<file path="config.mk">
export PLATFORM = sky130hd
export DESIGN_NAME = xr_config_regs
export DESIGN_NICKNAME = d
export VERILOG_FILES = /design/src/common/xr_map_pkg.sv /design/src/common/xr_bus_pkg.sv /design/src/hdl/xr_config_regs.sv
export VERILOG_INCLUDE_DIRS = /design/src /design/src/common
export SDC_FILE = /design/constraint.sdc
export NUM_CORES = 1
export LEC_CHECK = 0
export ABC_AREA = 1
export BUFFER_PORTS_ARGS = -buffer_cell sky130_fd_sc_hd__buf_2
export CAP_MARGIN = 5
export CORE_MARGIN = 4
export CORE_UTILIZATION = 45
export CTS_CLUSTER_SIZE = 30
export DETAILED_ROUTE_END_ITERATION = 12
export GPL_ROUTABILITY_DRIVEN = 0
export HOLD_SLACK_MARGIN = 0.15
export MAX_ROUTING_LAYER = met4
export PLACE_DENSITY = 0.63
export SYNTH_ARGS = -nofsm -noshare
export SYNTH_HDL_FRONTEND = slang
export SYNTH_SLANG_ARGS = --single-unit
</file>
<file path="constraint.sdc">
create_clock -name clk -period 1.6 [get_ports clk]
set_input_delay 0.16 -clock clk [delete_from_list [all_inputs] [get_ports clk]]
set_output_delay 0.16 -clock clk [all_outputs]
set_load 0.01 [all_outputs]
</file>
<file path="src/common/xr_params.svh">
/*
 * XR memory-map sizes shared by RTL and testbench.
 * Region widths must add up to XR_ADDR_W together with the region field.
 */
`ifndef XR_PARAMS_SVH
`define XR_PARAMS_SVH

// data and full address width
`define XR_DATA_W   16
`define XR_ADDR_W   16

// top address bits select the region
`define XR_REGION_W 2

// index widths inside each region
`define XR_REG_W    4
`define XR_COLOR_W  8
`define XR_TILE_W   10

// read-only value of config register 0
`define XR_ID_VALUE 16'hC0DE

`endif

</file>
<file path="src/common/xr_map_pkg.sv">
/*
 * XR memory-map types. The region field is the top two address bits
 * in every view; bits between region and index are ignored.
 */
`default_nettype none

`include "xr_params.svh"

package xr_map_pkg;

    typedef logic [`XR_DATA_W-1:0] word_t;

    typedef enum logic [`XR_REGION_W-1:0] {
        REGS  = 2'd0,
        COLOR = 2'd1,
        TILE  = 2'd2,
        NONE  = 2'd3
    } xr_region_e;

    // config register view
    typedef struct packed {
        xr_region_e                                         region;
        logic [`XR_ADDR_W-`XR_REGION_W-`XR_REG_W-1:0]       unused;
        logic [`XR_REG_W-1:0]                               idx;
    } xr_reg_addr_t;

    // colour lookup view
    typedef struct packed {
        xr_region_e                                         region;
        logic [`XR_ADDR_W-`XR_REGION_W-`XR_COLOR_W-1:0]     unused;
        logic [`XR_COLOR_W-1:0]                             idx;
    } xr_color_addr_t;

    // tile memory view
    typedef struct packed {
        xr_region_e                                         region;
        logic [`XR_ADDR_W-`XR_REGION_W-`XR_TILE_W-1:0]      unused;
        logic [`XR_TILE_W-1:0]                              idx;
    } xr_tile_addr_t;

    // one address word, decoded per region
    typedef union packed {
        xr_reg_addr_t   regs;
        xr_color_addr_t color;
        xr_tile_addr_t  tile;
    } xr_addr_u;

endpackage

`default_nettype wire

</file>
<file path="src/common/xr_bus_pkg.sv">
/*
 * Client and register bus structs of the XR arbiter.
 * Host and copper hold every field stable while sel is high.
 */
`default_nettype none

`include "xr_params.svh"

package xr_bus_pkg;

    // host register port, read and write
    typedef struct packed {
        logic                   sel;
        logic                   wr;
        xr_map_pkg::xr_addr_u   addr;
        xr_map_pkg::word_t      data;
    } xr_host_req_t;

    // copper port, write only
    typedef struct packed {
        logic                   sel;
        xr_map_pkg::xr_addr_u   addr;
        xr_map_pkg::word_t      data;
    } xr_copp_req_t;

    // video generator reads, one per memory per clock
    typedef struct packed {
        logic                   color_sel;
        logic [`XR_COLOR_W-1:0] color_addr;
        logic                   tile_sel;
        logic [`XR_TILE_W-1:0]  tile_addr;
    } vgen_rd_t;

    // arbiter to config register file
    typedef struct packed {
        logic                   wr;
        logic [`XR_REG_W-1:0]   idx;
        xr_map_pkg::word_t      data;
    } xreg_bus_t;

endpackage

`default_nettype wire

</file>
<file path="src/hdl/xr_config_regs.sv">
/*
 * 16 x 16-bit configuration registers on the XR register bus.
 * Register 0 is a read-only ID; writes to it are dropped.
 * Read data follows the bus index combinationally.
 */
`default_nettype none
`timescale 1ns/10ps

`include "xr_params.svh"

module xr_config_regs (
    input  wire logic                   clk,
    input  wire logic                   rst_n_i,
    input  wire xr_bus_pkg::xreg_bus_t  xreg_i,
    output      xr_map_pkg::word_t      xreg_data_o
);

    localparam int NUM_REGS = 2**`XR_REG_W;

    // entry 0 is the ID and has no storage
    xr_map_pkg::word_t regs_q [1:NUM_REGS-1];

    always_ff @(posedge clk or negedge rst_n_i) begin
        if (!rst_n_i) begin
            for (int i = 1; i < NUM_REGS; i++) begin
                regs_q[i] <= '0;
            end
        end else if (xreg_i.wr && xreg_i.idx != '0) begin
            regs_q[xreg_i.idx] <= xreg_i.data;
        end
    end

    always_comb begin
        if (xreg_i.idx == '0) begin
            xreg_data_o = `XR_ID_VALUE;
        end else begin
            xreg_data_o = regs_q[xreg_i.idx];
        end
    end

endmodule

`default_nettype wire

</file>
==> impl_metrics.tcl <==
set metrics [dict create \
    status "finished, violations left" \
    failed_checks "setup timing" \
    cp-start-kind "flip-flop" \
    p_leak_nw 6.80 \
    netlist.area_leader.share_pct 53.5 \
    met2_usage_pct 37.9 \
    synthMuxAreaShare_pct 0 \
    fmax_mhz 589 \
    ios 39 \
    finalWorstSetupSlack_ns -0.0968 \
    grt_pass1_vias 9553 \
    dieArea_um2 27500 \
    post-place-ws_ns -0.108 \
    final_cells 1900 \
    root_buffer "clkbuf_16" \
    placed_cells 1830 \
    cp.required_ns 1.44 \
    vias 9804 \
    htree_levels 1 \
    cts_tree "built" \
    vias_per_cell 5.16 \
    antenna_found_initial 1 \
    max_cap_viol_count 0 \
    power_density_nw_per_um2 1300 \
    ys_seq_elements 240 \
    yosysSeqAreaShare_pct 53.5 \
    synth_xor_area_share_pct 0 \
    drtIter0Drc 781 \
    p_sw_mw 4.96 \
    synth_nets 1521 \
    tightestPinTransition_ns 0.615 \
    synth_cell_types 18 \
    yosys_warnings 0 \
    top_register "regs_q" \
    combPwrFrac_pct 18.7 \
    grtUsageMet3_pct 2.45 \
    grt_pass1_wl_mm 51.7 \
    end_kind "output port" \
    setup_tns_ns -1.13 \
    clk_pin_slew_ns 0.06 \
    cts_made_buffers 26 \
    netlist_instances 1498 \
    slew_headroom_pct 59.0 \
    clkSinkCount 240 \
    wirelength_mm 31.7 \
    clockPowerShare_pct 34.7 \
    core-area_um2 24500 \
    synth_adder_area_share_pct 0 \
    grt_usage_pct 23.7 \
    rsz0062_at_grt "true" \
    met1_usage_pct 32.6 \
    cp_max_fo 2 \
    drive_gt1_share_pct 13.4 \
    initial_utilization_pct 45.9 \
    hold_path_class "input pin to flip-flop" \
    drtAntennaViolNets 0 \
    p_int_mw 12.4 \
    seq_power_share_pct 46.6 \
    drcViolationCount 0 \
    arrival_ns 1.54 \
    critPathLaunch "regs_q[94]" \
    final_nets 1580 \
    r2r-start "regs_q[169]" \
    top_regs "regs_q: 240 flops" \
    grt_busiest_layer "met2" \
    wl_per_cell_um 16.7 \
    largest_register_ffs 240 \
    fp.dieW_um 166 \
    grt_overflow 0 \
    min-delay-start "xreg_i[3]" \
    final_area_um2 13300 \
    vdd_drop_max_uv 724 \
    synth_top_area_cell "dfrtp_1" \
    ctsLongestPathBuffers 3 \
    avgSynthCellArea_um2 7.49 \
    syn_area_um2 11200 \
    placed_area_um2 12200 \
    die_h_um 166 \
    io_buffers 38 \
    synth_compound_area_share_pct 11.2 \
    fin_skew_ns 0 \
    setup_viol 16 \
    yosys-top-cells-area "dfrtp_1 53%, nand2_1 21%, a21oi_1 5.0%, nor2_1 4.8%, o21ai_0 4.4%" \
    switching_share_pct 28.5 \
    clk-insertion-delay-late_ns 0.53 \
    syn_to_final_growth_pct 18.8 \
    firstDrtPassIters 6 \
    dp_hpwl_mm 19.7 \
    synthSimpleGateAreaFrac_pct 29.5 \
    core.rowCount 57 \
    drv_slew 0 \
    crit_type "flip-flop to output port" \
    synth_top_family_by_area "simple AND/OR/NAND/NOR gates" \
    hold_viol 0 \
    grt_max_degree 69 \
    min_period_over_period_pct 106 \
    min_period_ns 1.70 \
]
[routing by layer]
layer	part of all wire [%]	up-vias	wire length (µm)
met5	0	-	0
met4	2.6	0	838
met3	5.2	59	1660
met2	47	262	14900
met1	45	4655	14200
li1	-	4828	-
[critical path: stages, from the launching register on]
cell and delay, ns:
dfrtp_1 0.39, nand3_1 0.09, nand2_1 0.05, nor2_1 0.09, nor2_1 0.06, nor2_1 0.09, nand2_1 0.07, buf_2 0.14
[layout by cell type, fill, tap and decap left out, types with 10 or more instances in the layout]
cell type	instances
inv_2	15
o21ai_1	30
dfrtp_1	240
clkbuf_16	27
buf_4	73
buf_6	10
nor2_2	12
buf_2	26
nand2_1	619
nand3_1	62
o21ai_0	98
inv_1	34
nand2_2	12
a21oi_1	112
buf_12	18
nor2_1	144
[power groups by stage]
stage / Clock (mW) / Combinational, mW / Sequential [mW]
2_1_floorplan: 0 / 2.16 / 8.02
3_3_place_gp: 0 / 2.94 / 8.16
3_5_place_dp: 0 / 3.03 / 8.19
4_1_cts: 6.14 / 3.15 / 8.09
5_1_grt: 6.36 / 3.80 / 8.26
6_report: 6.03 / 3.25 / 8.11
[area by class of cell]
cell class / count / area [µm²]
tap: 324 / 405
antenna: 1 / 2.50
inverter: 52 / 196
clock inverter: 4 / 45.0
fill: 2316 / 11100
sequential: 240 / 6010
multi-input combinational: 1101 / 4630
timing repair buffer: 136 / 1250
clock buffer: 42 / 812
[kinds of logic after synthesis]
| kind of cell | Yosys count |
|---|---|
| AO/OA/AOI/OAI | 248 |
| flip-flops | 240 |
| buffers and inverters | 157 |
| AND/OR/NAND/NOR | 853 |
[per-stage QoR]
step | total power, mW | hold WS, ns | util [%]
after CTS | 17.4 | 0.158 | 54.0
final | 17.4 | 0.163 | 54.5
after global routing | 18.4 | 0.195 | 54.5
after floorplan | 10.2 | -0.136 | -
after detailed placement | 11.2 | 0.0759 | 49.8
after global placement | 11.1 | 0.0816 | 49.8
[Yosys cell counts]
| cell type | instances |
|---|---|
| nand2_1 | 631 |
| dfrtp_1 | 240 |
| nor2_1 | 145 |
| a21oi_1 | 112 |
| o21ai_0 | 98 |
| nand3_1 | 65 |
| clkbuf_1 | 60 |
| inv_1 | 44 |
| buf_2 | 39 |
| o21ai_1 | 30 |
| nor2_2 | 11 |
| inv_2 | 6 |
| o21bai_1 | 6 |
| buf_1 | 5 |
| clkinv_1 | 2 |
| o211ai_1 | 2 |
| buf_4 | 1 |
| nand3_2 | 1 |
[what timing repair did]
item,CTS,global route
buffers inserted,4,11
pin swaps,37,41
gates resized for setup,22,14
hold endpoints to repair,299,0
endpoints found under the setup margin,16,16
hold buffers,8,0
[final timing paths]
check,endpoint,slack (ns),cells past startpoint
min in group asynchronous,regs_q[127],0.63,3
max,xreg_data_o[14],-0.1,7
min,regs_q[67],0.16,3
max in group asynchronous,regs_q[229],0.24,4
min reg2reg,regs_q[187],0.48,2
max reg2reg,regs_q[169],0.78,3
No activity file was read; power rests on OpenSTA's default activity.
